<file path="src/isaPkg.sv">
package isaPkg;

    localparam int wordW = 16;

    typedef logic [wordW-1:0] word_t;
    typedef logic [1:0] regIdx_t;

    typedef enum logic [3:0] {
        opBne   = 4'd0,
        opBeq   = 4'd1,
        opAdi   = 4'd4,
        opLhi   = 4'd6,
        opLwd   = 4'd7,
        opSwd   = 4'd8,
        opJmp   = 4'd9,
        opRtype = 4'd15
    } opcode_t;

    typedef enum logic [5:0] {
        fnAdd = 6'd0,
        fnSub = 6'd1,
        fnAnd = 6'd2,
        fnOrr = 6'd3,
        fnWwd = 6'd28,
        fnHlt = 6'd29
    } func_t;

    // Low byte is also the immediate, low 12 bits the jump target
    typedef struct packed {
        opcode_t opcode;
        regIdx_t rs;
        regIdx_t rt;
        regIdx_t rd;
        func_t   func;
    } instr_t;

    function automatic word_t immExt(instr_t instr);
        logic [wordW-1:0] raw;
        raw = instr;
        return {{8{raw[7]}}, raw[7:0]};
    endfunction

    function automatic logic [11:0] jumpTarget(instr_t instr);
        logic [wordW-1:0] raw;
        raw = instr;
        return raw[11:0];
    endfunction

endpackage

</file>
<file path="src/pipePkg.sv">
package pipePkg;

    typedef enum logic [2:0] {
        aluAdd,
        aluSub,
        aluAnd,
        aluOr,
        aluLhi
    } aluOp_t;

    // Decoded control word, all zero acts as a no-op
    typedef struct packed {
        logic   regWrite;
        logic   memToReg;
        logic   memRead;
        logic   memWrite;
        logic   aluSrcImm;
        logic   isBranch;
        logic   branchOnEq;
        logic   isJump;
        logic   isWwd;
        logic   isHalt;
        logic   useRs;
        logic   useRt;
        logic   writeRt;
        aluOp_t aluOp;
    } ctrl_t;

    localparam ctrl_t ctrlNop = '0;

    typedef struct packed {
        logic          read;
        logic          write;
        isaPkg::word_t addr;
        isaPkg::word_t wdata;
    } dmemReq_t;

    // Source of an EX operand
    typedef enum logic [1:0] {
        fwdNone,
        fwdExMem,
        fwdMemWb
    } fwdSel_t;

endpackage

</file>
<file path="src/alu.sv">
`timescale 1ns/1ps

module alu (
    input  isaPkg::word_t   a,
    input  isaPkg::word_t   b,
    input  pipePkg::aluOp_t op,
    output isaPkg::word_t   y
);
    import pipePkg::*;

    always_comb begin
        case (op)
            aluAdd: y = a + b;
            aluSub: y = a - b;
            aluAnd: y = a & b;
            aluOr:  y = a | b;
            // Immediate byte goes to the upper half
            aluLhi: y = {b[7:0], 8'h00};
            default: y = '0;
        endcase
    end

endmodule

</file>
<file path="src/controlUnit.sv">
`timescale 1ns/1ps

module controlUnit (
    input  isaPkg::instr_t instr,
    output pipePkg::ctrl_t ctrl
);
    import isaPkg::*;
    import pipePkg::*;

    always_comb begin
        ctrl = ctrlNop;
        case (instr.opcode)
            opAdi, opLwd: begin
                ctrl.regWrite  = 1'b1;
                ctrl.aluSrcImm = 1'b1;
                ctrl.useRs     = 1'b1;
                ctrl.writeRt   = 1'b1;
                ctrl.aluOp     = aluAdd;
                // Load takes its result from memory
                ctrl.memRead   = (instr.opcode == opLwd);
                ctrl.memToReg  = (instr.opcode == opLwd);
            end
            opLhi: begin
                ctrl.regWrite  = 1'b1;
                ctrl.aluSrcImm = 1'b1;
                ctrl.writeRt   = 1'b1;
                ctrl.aluOp     = aluLhi;
            end
            opSwd: begin
                ctrl.memWrite  = 1'b1;
                ctrl.aluSrcImm = 1'b1;
                ctrl.useRs     = 1'b1;
                ctrl.useRt     = 1'b1;
                ctrl.aluOp     = aluAdd;
            end
            opBne, opBeq: begin
                ctrl.isBranch   = 1'b1;
                ctrl.branchOnEq = (instr.opcode == opBeq);
                ctrl.useRs      = 1'b1;
                ctrl.useRt      = 1'b1;
            end
            opJmp: ctrl.isJump = 1'b1;
            opRtype: begin
                case (instr.func)
                    fnAdd, fnSub, fnAnd, fnOrr: begin
                        ctrl.regWrite = 1'b1;
                        ctrl.useRs    = 1'b1;
                        ctrl.useRt    = 1'b1;
                        ctrl.aluOp    = (instr.func == fnSub) ? aluSub :
                                        (instr.func == fnAnd) ? aluAnd :
                                        (instr.func == fnOrr) ? aluOr : aluAdd;
                    end
                    fnWwd: begin
                        ctrl.isWwd = 1'b1;
                        ctrl.useRs = 1'b1;
                    end
                    fnHlt: ctrl.isHalt = 1'b1;
                    default: ctrl = ctrlNop;
                endcase
            end
            default: ctrl = ctrlNop;
        endcase
    end

endmodule

</file>
<file path="src/cpu.sv">
`timescale 1ns/1ps

module cpu #(
    parameter isaPkg::word_t pcReset = '0
) (
    input  logic              Clk,
    input  logic              arstN,
    output isaPkg::word_t     imemAddr,
    input  isaPkg::word_t     imemData,
    output logic              imemRead,
    output pipePkg::dmemReq_t dmemReq,
    input  isaPkg::word_t     dmemRdata,
    output isaPkg::word_t     outputPort,
    output isaPkg::word_t     numInst,
    output logic              isHalted
);
    import isaPkg::*;
    import pipePkg::*;

    instr_t idInstr;
    ctrl_t  ctrl;

    controlUnit control0 (
        .instr(idInstr),
        .ctrl(ctrl)
    );

    datapath #(.pcReset(pcReset)) datapath0 (
        .Clk(Clk), .arstN(arstN),
        .ctrl(ctrl), .idInstr(idInstr),
        .imemAddr(imemAddr), .imemData(imemData), .imemRead(imemRead),
        .dmemReq(dmemReq), .dmemRdata(dmemRdata),
        .outputPort(outputPort), .numInst(numInst), .isHalted(isHalted)
    );

endmodule

</file>
<file path="src/datapath.sv">
`timescale 1ns/1ps

module datapath #(
    parameter isaPkg::word_t pcReset = '0
) (
    input  logic              Clk,
    input  logic              arstN,
    input  pipePkg::ctrl_t    ctrl,
    output isaPkg::instr_t    idInstr,
    output isaPkg::word_t     imemAddr,
    input  isaPkg::word_t     imemData,
    output logic              imemRead,
    output pipePkg::dmemReq_t dmemReq,
    input  isaPkg::word_t     dmemRdata,
    output isaPkg::word_t     outputPort,
    output isaPkg::word_t     numInst,
    output logic              isHalted
);
    import isaPkg::*;
    import pipePkg::*;

    word_t   pc;
    logic    fetchHalted;

    logic    ifBubble;
    word_t   ifPc;

    logic    exBubble;
    ctrl_t   exCtrl;
    word_t   exPc, exRdata1, exRdata2, exImm;
    regIdx_t exRs, exRt, exDest;

    logic    memBubble;
    ctrl_t   memCtrl;
    word_t   memResult, memStoreData;
    regIdx_t memDest;

    logic    wbBubble;
    ctrl_t   wbCtrl;
    word_t   wbResult, wbLoad, wbData;
    regIdx_t wbDest;

    word_t   idRdata1, idRdata2;
    word_t   opA, opB, aluY, exResult;
    fwdSel_t fwdA, fwdB;
    logic    stall, idActive, halt, jumpTaken, branchTaken;

    regFile regs0 (
        .Clk(Clk), .arstN(arstN),
        .rs(idInstr.rs), .rt(idInstr.rt),
        .rdata1(idRdata1), .rdata2(idRdata2),
        .we(wbCtrl.regWrite), .wa(wbDest), .wd(wbData)
    );

    hazardUnit hazard0 (
        .exRs(exRs), .exRt(exRt), .memRd(memDest), .wbRd(wbDest),
        .idRs(idInstr.rs), .idRt(idInstr.rt),
        .memRegWrite(memCtrl.regWrite), .wbRegWrite(wbCtrl.regWrite),
        .exMemRead(exCtrl.memRead),
        .idUseRs(!ifBubble && ctrl.useRs), .idUseRt(!ifBubble && ctrl.useRt),
        .fwdA(fwdA), .fwdB(fwdB), .stall(stall)
    );

    alu alu0 (
        .a(opA), .b(exCtrl.aluSrcImm ? exImm : opB), .op(exCtrl.aluOp), .y(aluY)
    );

    assign wbData = wbCtrl.memToReg ? wbLoad : wbResult;

    // Forwarding muxes
    assign opA = (fwdA == fwdExMem) ? memResult :
                 (fwdA == fwdMemWb) ? wbData : exRdata1;
    assign opB = (fwdB == fwdExMem) ? memResult :
                 (fwdB == fwdMemWb) ? wbData : exRdata2;
    assign exResult = exCtrl.isWwd ? opA : aluY;

    assign branchTaken = exCtrl.isBranch && ((opA == opB) == exCtrl.branchOnEq);
    // A flushed ID instruction neither jumps nor halts
    assign idActive  = !ifBubble && !branchTaken;
    assign jumpTaken = idActive && ctrl.isJump;
    assign halt      = fetchHalted || (idActive && ctrl.isHalt);

    assign imemAddr = pc;
    assign imemRead = !isHalted;
    assign dmemReq  = dmemReq_t'{read: memCtrl.memRead, write: memCtrl.memWrite,
                                 addr: memResult, wdata: memStoreData};

    always_ff @(posedge Clk or negedge arstN) begin
        if (!arstN) begin
            pc          <= pcReset;
            fetchHalted <= 1'b0;
            ifBubble    <= 1'b1;
            exBubble    <= 1'b1;
            exCtrl      <= ctrlNop;
            memBubble   <= 1'b1;
            memCtrl     <= ctrlNop;
            wbBubble    <= 1'b1;
            wbCtrl      <= ctrlNop;
            numInst     <= '0;
            outputPort  <= '0;
            isHalted    <= 1'b0;
        end else begin
            if (stall || halt) begin
                pc <= pc;
            end else if (branchTaken) begin
                pc <= exPc + 16'd1 + exImm;
            end else if (jumpTaken) begin
                pc <= {pc[15:12], jumpTarget(idInstr)};
            end else begin
                pc <= pc + 16'd1;
            end
            if (idActive && ctrl.isHalt) begin
                fetchHalted <= 1'b1;
            end

            // IF/ID holds on stall
            if (branchTaken || (!stall && (halt || jumpTaken))) begin
                ifBubble <= 1'b1;
            end else if (!stall) begin
                ifBubble <= 1'b0;
            end

            exBubble <= !idActive || stall;
            exCtrl   <= (idActive && !stall) ? ctrl : ctrlNop;

            memBubble <= exBubble;
            memCtrl   <= exCtrl;
            wbBubble  <= memBubble;
            wbCtrl    <= memCtrl;

            // Retire
            if (!wbBubble) begin
                numInst <= numInst + 16'd1;
                if (wbCtrl.isWwd) begin
                    outputPort <= wbResult;
                end
                if (wbCtrl.isHalt) begin
                    isHalted <= 1'b1;
                end
            end
        end
    end

    always_ff @(posedge Clk) begin
        if (!stall) begin
            idInstr <= imemData;
            ifPc    <= pc;
        end
        exPc         <= ifPc;
        exRdata1     <= idRdata1;
        exRdata2     <= idRdata2;
        exImm        <= immExt(idInstr);
        exRs         <= idInstr.rs;
        exRt         <= idInstr.rt;
        exDest       <= ctrl.writeRt ? idInstr.rt : idInstr.rd;
        memResult    <= exResult;
        memStoreData <= opB;
        memDest      <= exDest;
        wbResult     <= memResult;
        wbLoad       <= dmemRdata;
        wbDest       <= memDest;
    end

endmodule

</file>
<file path="src/hazardUnit.sv">
`timescale 1ns/1ps

module hazardUnit (
    input  isaPkg::regIdx_t  exRs,
    input  isaPkg::regIdx_t  exRt,
    input  isaPkg::regIdx_t  memRd,
    input  isaPkg::regIdx_t  wbRd,
    input  isaPkg::regIdx_t  idRs,
    input  isaPkg::regIdx_t  idRt,
    input  logic             memRegWrite,
    input  logic             wbRegWrite,
    input  logic             exMemRead,
    input  logic             idUseRs,
    input  logic             idUseRt,
    output pipePkg::fwdSel_t fwdA,
    output pipePkg::fwdSel_t fwdB,
    output logic             stall
);
    import isaPkg::*;
    import pipePkg::*;

    // Youngest producer wins
    function automatic fwdSel_t pickSource(regIdx_t src);
        if (memRegWrite && memRd == src) begin
            return fwdExMem;
        end else if (wbRegWrite && wbRd == src) begin
            return fwdMemWb;
        end
        return fwdNone;
    endfunction

    assign fwdA = pickSource(exRs);
    assign fwdB = pickSource(exRt);

    // A load always writes rt
    assign stall = exMemRead &&
                   ((idUseRs && idRs == exRt) || (idUseRt && idRt == exRt));

endmodule

</file>
<file path="src/regFile.sv">
`timescale 1ns/1ps

module regFile (
    input  logic            Clk,
    input  logic            arstN,
    input  isaPkg::regIdx_t rs,
    input  isaPkg::regIdx_t rt,
    output isaPkg::word_t   rdata1,
    output isaPkg::word_t   rdata2,
    input  logic            we,
    input  isaPkg::regIdx_t wa,
    input  isaPkg::word_t   wd
);
    import isaPkg::*;

    word_t regs [4];

    always_ff @(posedge Clk or negedge arstN) begin
        if (!arstN) begin
            for (int i = 0; i < 4; i++) begin
                regs[i] <= '0;
            end
        end else if (we) begin
            regs[wa] <= wd;
        end
    end

    // Write-through so ID sees the value retiring this cycle
    assign rdata1 = (we && wa == rs) ? wd : regs[rs];
    assign rdata2 = (we && wa == rt) ? wd : regs[rt];

endmodule

</file>
<file path="config.mk">
export PLATFORM = sky130hd
export DESIGN_NAME = cpu
export DESIGN_NICKNAME = d
export VERILOG_FILES = /design/src/isaPkg.sv /design/src/pipePkg.sv /design/src/alu.sv /design/src/controlUnit.sv /design/src/cpu.sv /design/src/datapath.sv /design/src/hazardUnit.sv /design/src/regFile.sv
export SDC_FILE = /design/constraint.sdc
export NUM_CORES = 1
export LEC_CHECK = 0
export BUFFER_PORTS_ARGS = -buffer_cell sky130_fd_sc_hd__buf_2
export CORE_MARGIN = 1
export CORE_UTILIZATION = 35
export CTS_CLUSTER_SIZE = 20
export DETAILED_ROUTE_END_ITERATION = 16
export PLACE_DENSITY = 0.61
export SETUP_SLACK_MARGIN = 0.15
export SYNTH_ARGS = -nofsm -noshare
export SYNTH_HDL_FRONTEND = slang
export SYNTH_SLANG_ARGS = --single-unit
</file>
<file path="constraint.sdc">
create_clock -name Clk -period 6.2 [get_ports Clk]
set_clock_uncertainty 0.15 [all_clocks]
set_input_delay 0.31 -clock Clk [delete_from_list [all_inputs] [get_ports Clk]]
set_output_delay 0.31 -clock Clk [all_outputs]
set_load 0.005 [all_outputs]
</file>
* After elaboration in Yosys (flattened, before gate mapping)
Cells that the tools add are included. W data, S select, Z words.
Storage, ports and cells: bits in registers 302, word-level logic and storage cells 199, input port bits 34
Cells by class: reductions and logical operators 43, magnitude comparators 4, equal/unequal tests 32, add/sub/neg operators 6, multiplexer cells 54, bitwise operators 7
Operators by type and width (count):
- $mux W16 | 17
- $pmux W16 S5 | 1
- $bmux W16 S2 | 2
- $bwmux W64 | 1
- $add A16 B1 Y16 const B | 3
- $add A16 B16 Y16 | 2
- $demux W16 S2 | 1
- $mux W2 | 11
- $logic_and A1 B1 Y1 | 18
- $and A16 B16 Y16 | 1
- $eq A16 B16 Y1 | 1
- $eq A2 B2 Y1 | 8
- $or A16 B16 Y16 | 1
- $sub A16 B16 Y16 | 1
- $mux W1 | 14
- $eq A4 B3 Y1 const B | 3
- $eq A4 B4 Y1 const B | 3
- $eq A6 B2 Y1 const B | 2
- $eq A6 B5 Y1 const B | 2
- $reduce_or A5 Y1 | 2
- $ge A3 B3 Y1 const B | 3
- $mux W3 | 3
- $not A2 Y3 | 3
- $reduce_or A4 Y1 | 2
- other kinds (21) | 41

* Longest topological paths before layout
word-level depth 19, gate-level depth with buffers 22, gate-level depth less buffers 20

* Cells and area by module
A second synthesis with hierarchy kept.
Unflattened totals: cells, all modules 1363, area total of the unflattened synthesis 15307.2 um^2
Modules (own cells, without submodules):
- datapath | area an instance 9659.3 um^2, cells each 871, instances 1
- regFile | area an instance 3776.1 um^2, cells each 219, instances 1
- alu | area an instance 1492.7 um^2, cells each 220, instances 1
- controlUnit | area an instance 205.2 um^2, cells each 29, instances 1
- hazardUnit | area an instance 173.9 um^2, cells each 24, instances 1

* Least setup slack after synthesis
Ideal clock, no wire load.
path type flip-flop to flip-flop, start point register datapath0.exRt[1], end point register datapath0.memResult[15], setup time 0.134 ns, period minus slack after synthesis 5.021 ns, required time 5.916 ns, arrival 4.737 ns, path buffers 2, stages on the path, launching flop included 22, path slack 1.179 ns, cells stage by stage dfxtp_1 -> xnor2_1 -> and3_1 -> buf_4 -> buf_6 -> o31ai_2 -> mux2i_1 -> ha_1 -> and4_1 -> inv_1 -> o21ai_0 -> xnor2_1 -> o21ai_0 -> ha_1 -> or3_1 -> a2111oi_0 -> nor3_1 -> a2111oi_0 -> o21bai_1 -> a21oi_1 -> xnor2_1 -> o221ai_1
Between the ends: longest elaborated chain between the ends 12, elaborated cells on any way between the ends 19
RTL lines:
- start: declaration | RTL line datapath.sv:31 | regIdx_t exRs, exRt, exDest;
- start signal: assignment | RTL line datapath.sv:154 | exRt <= idInstr.rt;
- $eq A2 B2 Y1 | RTL line hazardUnit.sv:26 | end else if (wbRegWrite && wbRd == src) begin
- $logic_and A1 B1 Y1 | RTL line hazardUnit.sv:26
- $mux W1 | RTL line hazardUnit.sv:26
- $mux W1 | RTL line hazardUnit.sv:24 | if (memRegWrite && memRd == src) begin
- $mux W2 * | RTL line hazardUnit.sv:29 | return fwdNone;
- $eq A2 B2 Y1 | RTL line datapath.sv:74 | (fwdB == fwdMemWb) ? wbData : exRdata2;
- $mux W16 | RTL line datapath.sv:74
- $mux W16 * | RTL line datapath.sv:73 | assign opB = (fwdB == fwdExMem) ? memResult :
- net datapath0.opB[0] | RTL line datapath.sv:44 | word_t opA, opB, aluY, exResult;
- $mux W16 * | RTL line datapath.sv:65 | .a(opA), .b(exCtrl.aluSrcImm ? exImm : opB), .op(exCtrl.aluOp), .y(aluY)
- $sub A16 B16 Y16 or $add A16 B16 Y16 (tied branches) | RTL line alu.sv:14, alu.sv:13
- $pmux W16 S5 * | RTL line alu.sv:12 | case (op)
- $mux W16 * | RTL line datapath.sv:75 | assign exResult = exCtrl.isWwd ? opA : aluY;
- net datapath0.exResult[15] | RTL line datapath.sv:44
- end signal: assignment | RTL line datapath.sv:156 | memResult <= exResult;
- end: declaration | RTL line datapath.sv:35 | word_t memResult, memStoreData;
Mark *: on every way through the listed nets, which the timed path passes. The rest lies on a longest branch. A chain may end at the register's enable or synchronous reset.

* Worst setup path after layout
start point register datapath0.wbCtrl[14] (netlist name), end point register datapath0.memResult[15]
Between the ends: longest elaborated chain between the ends 7, elaborated cells on any way between the ends 12
RTL lines:
- start: declaration | RTL line datapath.sv:39 | ctrl_t wbCtrl;
- start signal: assignment | RTL line datapath.sv:98 | wbCtrl <= ctrlNop;
- start signal: assignment | RTL line datapath.sv:129 | wbCtrl <= memCtrl;
- $mux W16 * | RTL line datapath.sv:68 | assign wbData = wbCtrl.memToReg ? wbLoad : wbResult;
- $mux W16 * | RTL line datapath.sv:74
- $mux W16 * | RTL line datapath.sv:73
- net datapath0.opB[1] | RTL line datapath.sv:44
- $mux W16 * | RTL line datapath.sv:65
- $sub A16 B16 Y16 or $add A16 B16 Y16 (tied branches) | RTL line alu.sv:14, alu.sv:13
- $pmux W16 S5 * | RTL line alu.sv:12
- $mux W16 * | RTL line datapath.sv:75
- net datapath0.exResult[15] | RTL line datapath.sv:44
Marks and branches as above.

==> metrics.csv <==
metric;value;unit
die_y;205;microns
num_antenna_cells;0;
async_flop_share;46.0;%
post_cts_buffers;0;
rows;74;
setup_tns;0;ns
syn_inst;1384;
drt_first_pass_iters;5;
core_area;40800;sq um
cts-root-buf;clkbuf_16;
seqPwrFrac;37.2;%
finalHoldViolations;0;
routed_wl;41.9;mm
ir_worst_vdd;0.000259;V
clk_path_buf_depth;3;
seqCellArea;7020;sq um
synth_common_cells;nand2_1 (142), dfrtp_1 (134), dfxtp_1 (130), o21ai_0 (125), nor2_1 (79);
period_share;91.1;%
via_count;11441;
drv_slew;0;
yosysMostFrequentCell;nand2_1;
wl_per_cell;20.0;microns
p_int;0.00562;W
hpwl;30.2;mm
required;6.46;ns
final_util;42.5;%
grt_usage;20.1;%
r2r_slack;0.55;ns
p_leak;7.42;nW
fillers;3878;
finalSetupViolations;0;
comb_power_share;38.6;%
drc;0;
start_util;35.5;%
synth_edf_count;32;
dpl.cell_count;2000;
drv_cap;0;
crit_arrival;5.91;ns
worstMarginPinSlew;1.04;ns
die-area;42200;sq um
grt_pass1_wl;64.8;mm
grt_max_degree;77;
synth_seq_cells;300;
finalWorstSetupSlack;0.553;ns
yosysUniqueCellTypes;74;
finalNetCount;1608;
die_w;205;microns
synth_fp_nets;1455;
fin_total_pwr;0.00889;W
cts_tree;done;
end_kind;flop;
synth_area_per_cell;10.5;sq um
gr-total-overflow;0;
clock-sinks;300;
yosys.area.top_type;dfrtp_1;
layout-drive-gt1-share;21.1;%
yosysWarningCount;0;
area_delta_synth_final;19.8;%
detailedPlace.worstSlack;0.524;ns
cts_htree_levels;2;
antenna_found_initial;1;
synth_ff_type;dfrtp_1;
path_clk_slew;0.06;ns
viasPerCell;5.46;
netlist_area;14500;sq um
clkPwrFrac;24.2;%
yosys-top-cells-area;dfrtp_1 (23%), dfxtp_1 (18%), edfxtp_1 (6.6%);
multiInputGateArea;7000;sq um
synth.top_cell.area_share;23.2;%
place_congestion;0.922;
cts_made_buffers;34;
netSwitchingFraction;36.8;%
drtIter0Drc;807;
cp-start-kind;flop;
switchingPower;0.00327;W
fin_cells;2095;
status;completed;
p_per_area;512;nW/um^2
io_buffers;117;
max_clock_freq;177;MHz
relSlewSlack;28.8;%
rsz0062_at_grt;no;
path_class;reg2reg;
hold_class;reg2reg;
first_global_vias;11364;
drtAntennaViolNets;0;
cp_max_fo;8;
yosysSeqAreaShare;48.5;%
insertion_delay;0.54;ns
period_needed;5.65;ns
io_pins;118;
==> flip-flops by register name, indices dropped and copies added (netlist names), 3 cells and up <==
name,flops
datapath0.regs0.regs,64
datapath0.exPc,16
datapath0.exRdata1,16
datapath0.exRdata2,16
datapath0.idInstr,16
datapath0.ifPc,16
datapath0.imemAddr,16
datapath0.memResult,16
datapath0.memStoreData,16
datapath0.numInst,16
datapath0.outputPort,16
datapath0.wbLoad,16
datapath0.wbResult,16
datapath0.exCtrl,11
datapath0.exImm,8
datapath0.wbCtrl,4
datapath0.memCtrl,3
==> metrics by stage <==
stage	area (sq um)	hold WS [ns]
CTS	17300	0.182
global placement	15800	0.174
finish	17400	0.186
detailed placement	15800	0.168
global route	17400	0.194
floorplan	14500	-0.136
==> per-layer routing <==
metal	part of all wire (%)	GRT usage [%]	vias to the layer above
met4	3.9	9.10	2
met1	45	26.8	5593
met2	46	31.9	381
met5	0.031	0	-
li1	-	-	5377
met3	6.0	3.56	88
==> power groups by stage <==
stage          clock network, W  registers [W]  logic, W
2_1_floorplan                 0        0.00307   0.00241
3_3_place_gp                  0        0.00331   0.00333
3_5_place_dp                  0        0.00334   0.00337
4_1_cts                 0.00221        0.00330   0.00341
5_1_grt                 0.00229        0.00338   0.00380
6_report                0.00215        0.00330   0.00343
==> logic make-up after synthesis <==
family	Yosys count	share of synthesized area (%)
AND/OR/NAND/NOR	403	14.2
AO/OA/AOI/OAI	345	15.8
flip-flops	300	48.5
buffers and inverters	118	3.50
XOR/XNOR	95	5.75
multiplexers	79	8.50
adder cells (fa/ha/maj)	44	3.78
==> critical path: stages, from the launching register on <==
cell and delay [ns]:
dfrtp_1 0.64, mux2i_1 0.27, buf_4 0.18, and4_1 0.22
o31ai_2 0.10, o21ai_0 0.46, ha_1 0.33, nand2_1 0.05
o21ai_0 0.16, inv_1 0.11, ha_1 0.22, nor2b_1 0.13
o21a_1 0.18, o21ai_0 0.32, a211oi_1 0.14, a2111oi_1 0.63
nor3_1 0.14, a2111oi_0 0.42, buf_4 0.19, o21bai_1 0.06
a21oi_1 0.17, xnor2_1 0.14, o221ai_1 0.12
==> path summary, 6_finish.rpt <==
kind | start | end | cells after the start
max reg2reg | datapath0.wbCtrl[14] | datapath0.memResult[15] | 22
max in group asynchronous | arstN | datapath0.isHalted | 3
max | datapath0.wbCtrl[14] | datapath0.memResult[15] | 22
min | datapath0.ifPc[13] | datapath0.exPc[13] | 0
min in group asynchronous | arstN | datapath0.regs0.regs[60] | 2
min reg2reg | datapath0.ifPc[13] | datapath0.exPc[13] | 0
==> area by class of cell <==
type | instances | share of cell area [%]
Sequential cell | 300 | 40.5
Multi-Input combinational cell | 966 | 40.3
Timing Repair Buffer | 203 | 7.61
Clock buffer | 45 | 5.93
Tap cell | 532 | 3.84
Clock inverter | 17 | 1.15
Inverter | 32 | 0.692
==> cells in the final DEF (no fill, tap or decap), types with 9 or more instances in the layout <==
cell,Yosys,layout
a211oi_1,9,9
buf_4,8,53
a21oi_1,65,65
xnor2_1,61,57
mux4_2,32,32
o31ai_1,11,11
nor3_1,16,16
nor2_1,79,79
nand4_1,41,41
o21ai_0,125,125
clkbuf_16,0,39
dlygate4sd3_1,0,33
inv_1,31,31
mux2_2,20,20
nand2b_1,18,18
mux2i_1,24,24
nand2_1,142,142
dfrtp_1,134,134
buf_2,9,116
o31ai_2,14,14
edfxtp_1,32,32
xor2_1,34,34
a31oi_1,43,43
ha_1,35,35
dfxtp_1,130,130
nand3_1,16,16
and4_1,33,33
a21o_1,11,11
and3_1,16,16
==> timing repair <==
item / in CTS / in global routing
gates resized for setup: 0 / 2
endpoints found under the setup margin: 0 / 2
endpoints found under the hold margin: 93 / 0
hold buffers: 33 / 0
Power figures use the tool's default switching activity.
